<file path="src/source/icache_pkg.sv">
package icache_pkg;

  // fetch word and line geometry
  localparam int WORD_W      = 32;
  localparam int LINE_WORDS  = 4;
  localparam int LINE_W      = WORD_W * LINE_WORDS;
  localparam int HALF_W      = LINE_W / 2;

  // word address split as tag | index | offset
  localparam int ADDR_W      = 16;
  localparam int OFFSET_W    = 2;
  localparam int INDEX_W     = 4;
  localparam int SETS        = 1 << INDEX_W;
  localparam int TAG_W       = ADDR_W - INDEX_W - OFFSET_W;
  localparam int LINE_ADDR_W = ADDR_W - OFFSET_W;

  typedef struct packed {
    logic              valid;
    logic [ADDR_W-1:0] addr;
  } fetch_req_t;

  typedef struct packed {
    logic              valid;
    logic              hit;
    logic [WORD_W-1:0] word;
  } fetch_rsp_t;

  // one half-line beat of a fill
  typedef struct packed {
    logic [LINE_ADDR_W-1:0] line_addr;
    logic [HALF_W-1:0]      data;
  } fill_beat_t;

  typedef struct packed {
    logic                   valid;
    logic [LINE_ADDR_W-1:0] line_addr;
  } evict_t;

  // full line write from the fill controller
  typedef struct packed {
    logic                   en;
    logic [LINE_ADDR_W-1:0] line_addr;
    logic [LINE_W-1:0]      data;
  } line_wr_t;

  typedef enum logic [2:0] {
    IDLE, LO_ACK, LO_REL, HI_ACK, HI_REL, WRITE, SWEEP
  } fill_state_e;

endpackage

</file>
<file path="src/source/fetch_read_stage.sv">
`timescale 1ns/100ps

module fetch_read_stage (
  input  logic                            clk,
  input  logic                            rst,
  input  logic                            req_valid,
  input  logic [icache_pkg::OFFSET_W-1:0] offset,
  input  logic [icache_pkg::LINE_W-1:0]   line,
  input  logic                            tag_ok,
  input  logic                            stall,
  input  logic                            except,
  output icache_pkg::fetch_rsp_t          rsp
);
  import icache_pkg::*;

  logic                req_q;
  logic [OFFSET_W-1:0] off_q;
  logic                hit;
  logic [WORD_W-1:0]   word;
  fetch_rsp_t          hold_q;

  // line up request with the array output
  always_ff @(posedge clk) begin
    if (rst) begin
      req_q <= 1'b0;
    end else begin
      req_q <= req_valid;
    end
  end

  always_ff @(posedge clk) begin
    off_q <= offset;
  end

  assign hit  = req_q && tag_ok;
  // word is zero on a miss
  assign word = hit ? line[off_q*WORD_W +: WORD_W] : '0;

  // exception wins over stall
  always_ff @(posedge clk) begin
    if (rst) begin
      hold_q <= '0;
    end else if (except) begin
      hold_q.valid <= 1'b0;
      hold_q.hit   <= 1'b0;
    end else if (!stall) begin
      hold_q <= '{valid: req_q, hit: hit, word: word};
    end
  end

  assign rsp = hold_q;

endmodule

</file>
<file path="src/source/fill_ctrl.sv">
`timescale 1ns/100ps

module fill_ctrl (
  input  logic                   clk,
  input  logic                   rst,
  input  logic                   fill_req,
  input  icache_pkg::fill_beat_t fill_beat,
  output logic                   fill_ack,
  input  logic                   inval,
  input  logic                   sweep_done,
  output logic                   sweep_run,
  output icache_pkg::line_wr_t   wr,
  output logic                   busy
);
  import icache_pkg::*;

  fill_state_e            state_q;
  fill_state_e            state_d;
  logic                   cap_lo;
  logic                   cap_hi;
  logic [LINE_ADDR_W-1:0] addr_q;
  logic [HALF_W-1:0]      lo_q;
  logic [HALF_W-1:0]      hi_q;

  always_comb begin
    state_d = state_q;
    case (state_q)
      IDLE: begin
        // invalidate takes the slot, a pending fill waits
        if (inval) begin
          state_d = SWEEP;
        end else if (fill_req) begin
          state_d = LO_ACK;
        end
      end
      LO_ACK:  if (!fill_req) state_d = LO_REL;
      LO_REL:  if (fill_req) state_d = HI_ACK;
      HI_ACK:  if (!fill_req) state_d = HI_REL;
      HI_REL:  state_d = WRITE;
      WRITE:   state_d = IDLE;
      SWEEP:   if (sweep_done) state_d = IDLE;
      default: state_d = IDLE;
    endcase
  end

  always_ff @(posedge clk) begin
    if (rst) begin
      state_q <= IDLE;
    end else begin
      state_q <= state_d;
    end
  end

  // beats are taken on the req edge, ack follows a cycle later
  assign cap_lo = (state_q == IDLE) && (state_d == LO_ACK);
  assign cap_hi = (state_q == LO_REL) && (state_d == HI_ACK);

  always_ff @(posedge clk) begin
    if (cap_lo) begin
      addr_q <= fill_beat.line_addr;
      lo_q   <= fill_beat.data;
    end
    if (cap_hi) begin
      hi_q <= fill_beat.data;
    end
  end

  assign fill_ack  = (state_q == LO_ACK) || (state_q == HI_ACK);
  assign sweep_run = (state_q == SWEEP);
  assign busy      = (state_q != IDLE);
  assign wr        = '{en: state_q == WRITE, line_addr: addr_q, data: {hi_q, lo_q}};

  // handshake order seen from the source side
  assert property (@(posedge clk) disable iff (rst) $rose(fill_ack) |-> $past(fill_req));

endmodule

</file>
<file path="src/source/icache_array.sv">
`timescale 1ns/100ps

module icache_array (
  input  logic                          clk,
  input  logic                          rst,
  input  icache_pkg::fetch_req_t        rd_a,
  input  icache_pkg::fetch_req_t        rd_b,
  output logic [icache_pkg::LINE_W-1:0] line_a,
  output logic [icache_pkg::LINE_W-1:0] line_b,
  output logic                          tag_ok_a,
  output logic                          tag_ok_b,
  input  icache_pkg::line_wr_t          wr,
  input  logic                          clr_en,
  input  logic [icache_pkg::INDEX_W-1:0] clr_set,
  output icache_pkg::evict_t            evict
);
  import icache_pkg::*;

  logic [TAG_W-1:0]       tag_mem  [SETS];
  logic [LINE_W-1:0]      data_mem [SETS];
  logic [SETS-1:0]        valid_q;

  logic [INDEX_W-1:0]     idx_a;
  logic [INDEX_W-1:0]     idx_b;
  logic [INDEX_W-1:0]     wr_idx;
  logic [TAG_W-1:0]       wr_tag;
  logic                   evict_valid_q;
  logic [LINE_ADDR_W-1:0] evict_addr_q;

  // valid set whose stored tag matches the address tag
  function automatic logic tag_match(input logic [ADDR_W-1:0] addr);
    logic [INDEX_W-1:0] idx;
    idx = addr[OFFSET_W +: INDEX_W];
    return valid_q[idx] && (tag_mem[idx] == addr[ADDR_W-1 -: TAG_W]);
  endfunction

  assign idx_a  = rd_a.addr[OFFSET_W +: INDEX_W];
  assign idx_b  = rd_b.addr[OFFSET_W +: INDEX_W];
  assign wr_idx = wr.line_addr[INDEX_W-1:0];
  assign wr_tag = wr.line_addr[LINE_ADDR_W-1 -: TAG_W];

  // read port a
  always_ff @(posedge clk) begin
    if (rd_a.valid) begin
      line_a   <= data_mem[idx_a];
      tag_ok_a <= tag_match(rd_a.addr);
    end
  end

  // read port b
  always_ff @(posedge clk) begin
    if (rd_b.valid) begin
      line_b   <= data_mem[idx_b];
      tag_ok_b <= tag_match(rd_b.addr);
    end
  end

  always_ff @(posedge clk) begin
    if (wr.en) begin
      tag_mem[wr_idx]  <= wr_tag;
      data_mem[wr_idx] <= wr.data;
    end
  end

  always_ff @(posedge clk) begin
    if (rst) begin
      valid_q <= '0;
    end else if (wr.en) begin
      valid_q[wr_idx] <= 1'b1;
    end else if (clr_en) begin
      valid_q[clr_set] <= 1'b0;
    end
  end

  // old line address leaves as the new line lands
  always_ff @(posedge clk) begin
    if (rst) begin
      evict_valid_q <= 1'b0;
    end else begin
      evict_valid_q <= wr.en && valid_q[wr_idx] && (tag_mem[wr_idx] != wr_tag);
    end
  end

  always_ff @(posedge clk) begin
    if (wr.en) begin
      evict_addr_q <= {tag_mem[wr_idx], wr_idx};
    end
  end

  assign evict = '{valid: evict_valid_q, line_addr: evict_addr_q};

  // fill writes and the invalidate sweep never overlap
  assert property (@(posedge clk) disable iff (rst) !(wr.en && clr_en));

endmodule

</file>
<file path="src/source/icache_top.sv">
`timescale 1ns/100ps

module icache_top (
  input  logic                   clk,
  input  logic                   rst,
  input  icache_pkg::fetch_req_t fetch_a,
  input  icache_pkg::fetch_req_t fetch_b,
  input  logic                   stall_a,
  input  logic                   stall_b,
  input  logic                   except_a,
  input  logic                   except_b,
  output icache_pkg::fetch_rsp_t rsp_a,
  output icache_pkg::fetch_rsp_t rsp_b,
  input  logic                   fill_req,
  input  icache_pkg::fill_beat_t fill_beat,
  output logic                   fill_ack,
  input  logic                   inval,
  output logic                   busy,
  output icache_pkg::evict_t     evict
);
  import icache_pkg::*;

  logic [LINE_W-1:0]  line_a;
  logic [LINE_W-1:0]  line_b;
  logic               tag_ok_a;
  logic               tag_ok_b;
  line_wr_t           wr;
  logic               sweep_run;
  logic               sweep_done;
  logic [INDEX_W-1:0] clr_set;

  icache_array array_i (
    .clk(clk), .rst(rst), .rd_a(fetch_a), .rd_b(fetch_b),
    .line_a(line_a), .line_b(line_b), .tag_ok_a(tag_ok_a), .tag_ok_b(tag_ok_b),
    .wr(wr), .clr_en(sweep_run), .clr_set(clr_set), .evict(evict)
  );

  fetch_read_stage read_a_i (
    .clk(clk), .rst(rst), .req_valid(fetch_a.valid), .offset(fetch_a.addr[OFFSET_W-1:0]),
    .line(line_a), .tag_ok(tag_ok_a), .stall(stall_a), .except(except_a), .rsp(rsp_a)
  );

  fetch_read_stage read_b_i (
    .clk(clk), .rst(rst), .req_valid(fetch_b.valid), .offset(fetch_b.addr[OFFSET_W-1:0]),
    .line(line_b), .tag_ok(tag_ok_b), .stall(stall_b), .except(except_b), .rsp(rsp_b)
  );

  fill_ctrl fill_ctrl_i (
    .clk(clk), .rst(rst), .fill_req(fill_req), .fill_beat(fill_beat), .fill_ack(fill_ack),
    .inval(inval), .sweep_done(sweep_done), .sweep_run(sweep_run), .wr(wr), .busy(busy)
  );

  inval_sweep sweep_i (
    .clk(clk), .rst(rst), .run(sweep_run), .clr_set(clr_set), .sweep_done(sweep_done)
  );

endmodule

</file>
<file path="src/source/inval_sweep.sv">
`timescale 1ns/100ps

module inval_sweep (
  input  logic                           clk,
  input  logic                           rst,
  input  logic                           run,
  output logic [icache_pkg::INDEX_W-1:0] clr_set,
  output logic                           sweep_done
);
  import icache_pkg::*;

  logic [INDEX_W-1:0] cnt_q;

  // restarts from set 0 whenever run is low
  always_ff @(posedge clk) begin
    if (rst || !run) begin
      cnt_q <= '0;
    end else begin
      cnt_q <= cnt_q + 1'b1;
    end
  end

  assign clr_set    = cnt_q;
  assign sweep_done = run && (cnt_q == INDEX_W'(SETS - 1));

  // controller leaves the sweep right after the last set
  assert property (@(posedge clk) disable iff (rst) sweep_done |-> run ##1 !run);

endmodule

</file>
<file path="config.mk">
export PLATFORM = sky130hd
export DESIGN_NAME = icache_top
export DESIGN_NICKNAME = d
export VERILOG_FILES = /design/src/source/icache_pkg.sv /design/src/source/fetch_read_stage.sv /design/src/source/fill_ctrl.sv /design/src/source/icache_array.sv /design/src/source/icache_top.sv /design/src/source/inval_sweep.sv
export SDC_FILE = /design/constraint.sdc
export NUM_CORES = 2
export LEC_CHECK = 0
export BUFFER_PORTS_ARGS = -buffer_cell sky130_fd_sc_hd__buf_2
export CORE_MARGIN = 2
export CORE_UTILIZATION = 68
export CTS_CLUSTER_SIZE = 28
export DETAILED_ROUTE_END_ITERATION = 10
export PLACE_DENSITY_LB_ADDON = 0.2
export SYNTH_ARGS = -nofsm -noshare
export SYNTH_HDL_FRONTEND = slang
export SYNTH_SLANG_ARGS = --single-unit
</file>
<file path="constraint.sdc">
create_clock -name clk -period 29.2 [get_ports clk]
set_input_delay 4.38 -clock clk [delete_from_list [all_inputs] [get_ports clk]]
set_output_delay 4.38 -clock clk [all_outputs]
set_load 0.1 [all_outputs]
</file>
# Word level (Yosys, flattened, before mapping)
# Memories as Yosys holds them, arrays and structs flattened. A register that Yosys moved wholly into a read port is not among the register bits.
# Cells that the tools add are included.
# W data, S select, Z words.
[totals]
romBits = 0
output_inout_bits = 85
n_memories = 2
latchBits = 0
in_bits = 120
mem_bits_rw = 2208
reg_bits = 256
[mem_list]
columns = ["name", "depth", "word_bits", "read_ports", "rd_ports_with_merged_regs", "wr", "line", "source"]
rows = [
  ["array_i.data_mem", 16, 128, 2, 2, 1, "icache_array.sv:20", "logic [LINE_W-1:0] data_mem [SETS];"],
  ["array_i.tag_mem", 16, 10, 3, 1, 1, "icache_array.sv:19", "logic [TAG_W-1:0] tag_mem [SETS];"],
]
[classes]
order_cmp = 6
add_sub_neg = 1
n_mul = 0
eq_ne = 12
div = 0
n_reduce_logical = 21
bitwise_logic = 7
mux = 24
shift = 2
[ops]
columns = ["cell", "n"]
rows = [
  ["$shiftx A128 B8 Y32", 2],
  ["$mux W32", 2],
  ["$mux W16", 2],
  ["$eq A10 B10 Y1", 2],
  ["$lt A4 B5 Y1 const B", 4],
  ["$mux W3", 6],
  ["$pmux W3 S6", 1],
  ["$and A16 B16 Y16", 1],
  ["$not A16 Y16", 1],
  ["$or A16 B16 Y16", 1],
  ["$bmux W1 S4", 3],
  ["$logic_and A1 B1 Y1", 11],
  ["$ne A10 B10 Y1", 1],
  ["$eq A3 B2 Y1 const B", 3],
  ["$eq A3 B3 Y1 const B", 3],
  ["$demux W1 S4", 2],
  ["$ge A4 B1 Y1 const B", 2],
  ["$mux W1", 7],
  ["$eq A3 B1 Y1 const B", 2],
  ["$add A4 B1 Y4 const B", 1],
  ["$eq A4 B4 Y1 const B", 1],
  ["$mux W4", 1],
  ["$not A1 Y1", 4],
  ["$reduce_and A2 Y1", 2],
  ["other kinds (6)", 8],
]

# Logic depth before layout (Yosys ltp)
[depth]
depth_word = 8
ltp_mapped = 10
depth_no_buf = 7

# Hierarchy
# A second synthesis with hierarchy kept.
[hier_totals]
cells_unflattened = 4988
area_unflattened_um2 = 118561.2
[by_module_without_submodules]
columns = ["module", "n_inst", "cells_per_inst", "area_each_um2"]
rows = [
  ["icache_array", 1, 4550, 109979.2],
  ["fill_ctrl", 1, 170, 4480.5],
  ["fetch_read_stage", 2, 126, 1968.1],
  ["inval_sweep", 1, 16, 165.2],
]

# Least setup slack after synthesis
# OpenSTA, ideal clock, no wires.
[synth_timing]
path_type = "register to register"
from = "register fill_ctrl_i.state_q[0]"
to = "memory array_i.data_mem[8][0] (netlist name), enable pin"
setup_time_ns = 0.806
setup_slack_ns = 17.565
path_stages_with_launch = 7
n_path_buf = 1
period_less_slack_ns = 11.635
t_required_ns = 28.394
arrival_time_ns = 10.829
cell_sequence = "dfxtp_1 > clkbuf_1 > nand2_1 > or2_2 > inv_1 > nand3b_1 > nor3_1"
[synth_between]
elab_chain_len = 3
[synth_rtl]
columns = ["item", "line", "source"]
rows = [
  ["start: declaration", "fill_ctrl.sv:17", "fill_state_e state_q;"],
  ["start signal: assignment", "fill_ctrl.sv:50", "state_q <= state_d;"],
  ["$eq A3 B3 Y1", "fill_ctrl.sv:71", "assign wr = '{en: state_q == WRITE, line_addr: addr_q, data: {hi_q, lo_q}};"],
  ["$mux W1", "icache_array.sv:59", "if (wr.en) begin"],
  ["$mux W1 (implied by the code)", "icache_array.sv:61", "data_mem[wr_idx] <= wr.data;"],
  ["end: declaration", "icache_array.sv:20", ""],
]
# No other way between the ends.

==> flow_metrics.py <==
metrics = {
    "status": {
        "status": "completed",
    },
    "synthesis": {
        "synthCells": 5030,
        "synth.distinct_cells": 43,
        "synth_area_um2": 119000,
        "synth.avg_cell_area_um2": 23.6,
        "syn-num-nets": 5154,
        "synth.yosys.warnings": 0,
        "synth_seq_area_share_pct": 68.1,
        "ys_ff_latch": 2724,
    },
    "setup_path": {
        "slowest_delay_ps": 910,
        "crit_chain": "buf_8 > buf_4 > buf_4 > buf_4 > buf_4 > mux4_2 > mux4_2",
        "crit_arrival_ps": 9380,
        "crit_path_end": "array_i.line_b[101]$_DFFE_PP_",
        "ff2ff_path_depth": 7,
        "path_depth": 7,
        "reg2reg_to": "array_i.data_mem[5][101]$_DFFE_PP_",
        "r2r-start": "fill_ctrl_i.state_q[2]$_SDFF_PP0_",
        "crit_family": "buffers and inverters",
        "path_class": "input port to flop",
        "critical_path.max_fanout": 57,
        "timing.critical_path.from": "fetch_b[2]",
        "critical-path-slowest-cell": "buf_4",
        "worstPathRequired_ps": 29850,
        "crit_buf_inv": 5,
        "end_kind": "flop",
        "rrSetupSlack_ps": 23850,
        "worst_path_most_repeated_cell": "buf_4",
        "startpoint_type": "input port",
    },
    "sta": {
        "hold_violations": 0,
        "fin_crit_ps": 8730,
        "setup_slack_ps": 20470,
        "slew_headroom_pct": 18.8,
        "rsz0062_at_grt": "false",
        "setup_violations": 0,
        "max_freq_mhz": 115,
        "tightestPinTransition_ps": 1220,
        "hold_slack_ps": 516,
        "fin_tns_setup_ps": 0,
        "period_share_pct": 29.9,
        "report.final.slew_viol_count": 0,
        "clock_skew_ps": 36.2,
    },
    "clocking": {
        "postCtsHoldBufs": 0,
        "cts_resized": 0,
        "cts_sinks": 2724,
        "cts_tree": "done",
        "cts-root-buf": "clkbuf_16",
        "clock_latency_ps": 950,
        "clk_pin_slew_ps": 60,
        "htreeDepth": 5,
        "post-cts-setup-buffer-count": 0,
        "ctsLongestPathBuffers": 4,
        "cts_buffers": 284,
    },
    "floorplanning": {
        "die_h_um": 422,
        "coreArea_um2": 174000,
        "io_pins": 205,
        "fp-row-count": 153,
        "die_w_um": 422,
        "initial_utilization_pct": 68.3,
        "die_area_um2": 178000,
    },
    "detailed_routing": {
        "drt-total-wl_mm": 342,
        "wl_per_cell_um": 43.8,
        "drtIter0Drc": 9949,
        "avgViaCountPerCell": 8.01,
        "final_antenna_net_count": 0,
        "vias": 62509,
        "firstDrtPassIters": 6,
        "drc": 0,
    },
    "placement": {
        "place_hpwl_mm": 168,
        "place.gp.congestion": 0.826,
        "placed_cell_area_um2": 122000,
        "dp_slack_ps": 19440,
        "portBuffers": 204,
    },
    "global_routing": {
        "grt_pass1_wl_mm": 489,
        "grt-ovfl-total": 0,
        "track_usage_pct": 39.6,
        "grt_antenna_before_repair": 33,
        "grt_pass1_vias": 65799,
        "grt_max_degree": 139,
    },
    "run": {
        "maxCapViolCount": 0,
    },
    "power_and_ir_drop": {
        "power.static_leakage_nw": 41.0,
        "powerDensity_nw_per_um2": 65.0,
        "ir_drop_uv": 65.6,
    },
    "layout": {
        "drive_gt1_share_pct": 40.6,
        "stdcell_area_um2": 131000,
        "fin_nets": 5375,
        "area_growth_pct": 10.6,
    },
    "worst_hold_path": {
        "hold_path.class": "flop to flop",
    },
}
==> logic make-up (layout without fill, tap and decap cells) <==
kind of cell / Yosys count / count (layout) / synth area share, %
AOI/OAI and AO/OA: 145 / 145 / 0.852
xor gates and xnor gates: 42 / 42 / 0.310
other: 0 / 26 / 0
adders and majority gates: 4 / 4 / 0.0422
buffers and inverters: 382 / 808 / 1.41
and+or+nand+nor: 198 / 198 / 0.792
DFF: 2724 / 2724 / 68.1
muxes: 1535 / 1535 / 28.5
==> through the flow <==
stage	power, W	std cells	util, %
3_5_place_dp	0.00502	7290	70.4
6_report	0.00853	7807	75.5
2_1_floorplan	0.00484	5030	-
5_1_grt	0.00869	7799	75.5
4_1_cts	0.00853	7781	75.5
3_3_place_gp	0.00501	7290	70.4
==> synth_stat cells, drive strengths merged <==
cell type  count  area, um2
clkbuf       200        751
o2bb2ai        1       8.76
dfxtp        102       2040
o211ai         1       7.51
nor4bb         2       20.0
and2           4       25.0
xnor2         23        201
nor3          12       60.1
nand3b         5       37.5
a22oi         64        480
and3b          1       8.76
nand2         15       56.3
nor4           4       31.3
mux2i         61        611
or3            3       18.8
mux4        1470      33100
a211oi        37        278
nor2b         29        181
nand3          6       30.0
nand2b         3       18.8
nor3b          1       7.51
a21oi         30        154
a41oi          2       17.5
nand4          5       31.3
or2            3       18.8
a311oi         3       26.3
nor2         105        394
edfxtp      2622      78700
o21ai          5       25.0
mux2           4       45.0
a31oi          1       6.26
ha             4       50.1
xor2          19        166
buf          179        913
o21a           1       7.51
inv            3       11.3
==> worst reg2reg max path, delay by kind of cell, from the launching register on <==
kind | cells | cell delay (ps)
AND/OR/NAND/NOR | 4 | 1650
buffers and inverters | 3 | 2650
flip-flops | 1 | 620
==> routing by layer <==
layer	global-route usage [%]	up-vias	part of all wire, %
li1	-	22937	-
met1	51.8	32814	31
met2	62.5	5633	49
met3	9.26	1113	13
met4	22.8	12	6.4
met5	0	-	0.020
==> flip-flops by register name, summed over array words and instances, names as in the netlist, 34 cells and up, named ones only <==
signal / count
array_i.line_b: 128
array_i.line_a: 128
array_i.data_mem: 2048
array_i.tag_mem: 160
read_a_i.rsp: 34
read_b_i.rsp: 34
fill_ctrl_i.hi_q: 64
fill_ctrl_i.lo_q: 64
==> how the worst min path moves through the flow <==
stage	startpoint	to	slack (ps)	cells after the start
2_1_floorplan	array_i.valid_q[15]$_SDFFE_PP0P_	array_i.valid_q[15]$_SDFFE_PP0P_	470	1
3_3_place_gp	read_b_i.rsp[17]$_SDFFE_PP0P_	read_b_i.rsp[17]$_SDFFE_PP0P_	490	2
3_5_place_dp	read_a_i.rsp[24]$_SDFFE_PP0P_	read_a_i.rsp[24]$_SDFFE_PP0P_	500	2
4_1_cts	array_i.valid_q[15]$_SDFFE_PP0P_	array_i.valid_q[15]$_SDFFE_PP0P_	510	1
5_1_grt	array_i.valid_q[15]$_SDFFE_PP0P_	array_i.valid_q[15]$_SDFFE_PP0P_	520	1
6_report	read_b_i.rsp[11]$_SDFFE_PP0P_	read_b_i.rsp[11]$_SDFFE_PP0P_	520	2
==> cells in the final DEF, fill, tap and decap left out, types with 5 or more instances in the layout <==
cell type      n
nor3_1         8
clkinv_1      43
mux4_1         5
a21oi_1       29
inv_6          6
xnor2_1       23
dfxtp_1       96
clkinvlp_4     8
mux2i_1       61
nor2_1        91
nor2b_1       29
clkinv_2      59
a22oi_1       64
xor2_1        19
edfxtp_1    2622
nor2_4        14
mux4_2      1465
bufinv_16     25
diode_2       26
buf_4         95
buf_2        193
nand2_1       15
nand3_1        6
clkbuf_8       8
nand4_1        5
clkbuf_16    292
buf_12        16
a211oi_1      37
o21ai_0        5
clkbuf_1      49
nand3b_1       5
buf_8          8
==> layout make-up <==
class / instances / area [um2]
flip-flops and latches: 2724 / 80800
fillers: 8595 / 42500
multi-input cells: 1924 / 36300
clock buffers: 347 / 7570
well taps: 2325 / 2910
repair buffers: 314 / 2150
clock inverters: 144 / 1350
diodes: 26 / 65.1
inverters: 3 / 11.3
==> power breakdown <==
group	leakage (nW)	switching [W]	internal [W]
registers	24.6	0.0000738	0.00434
logic	12.0	0.000293	0.000247
clock network	4.39	0.00151	0.00206
Power figures use the tool's default switching activity.
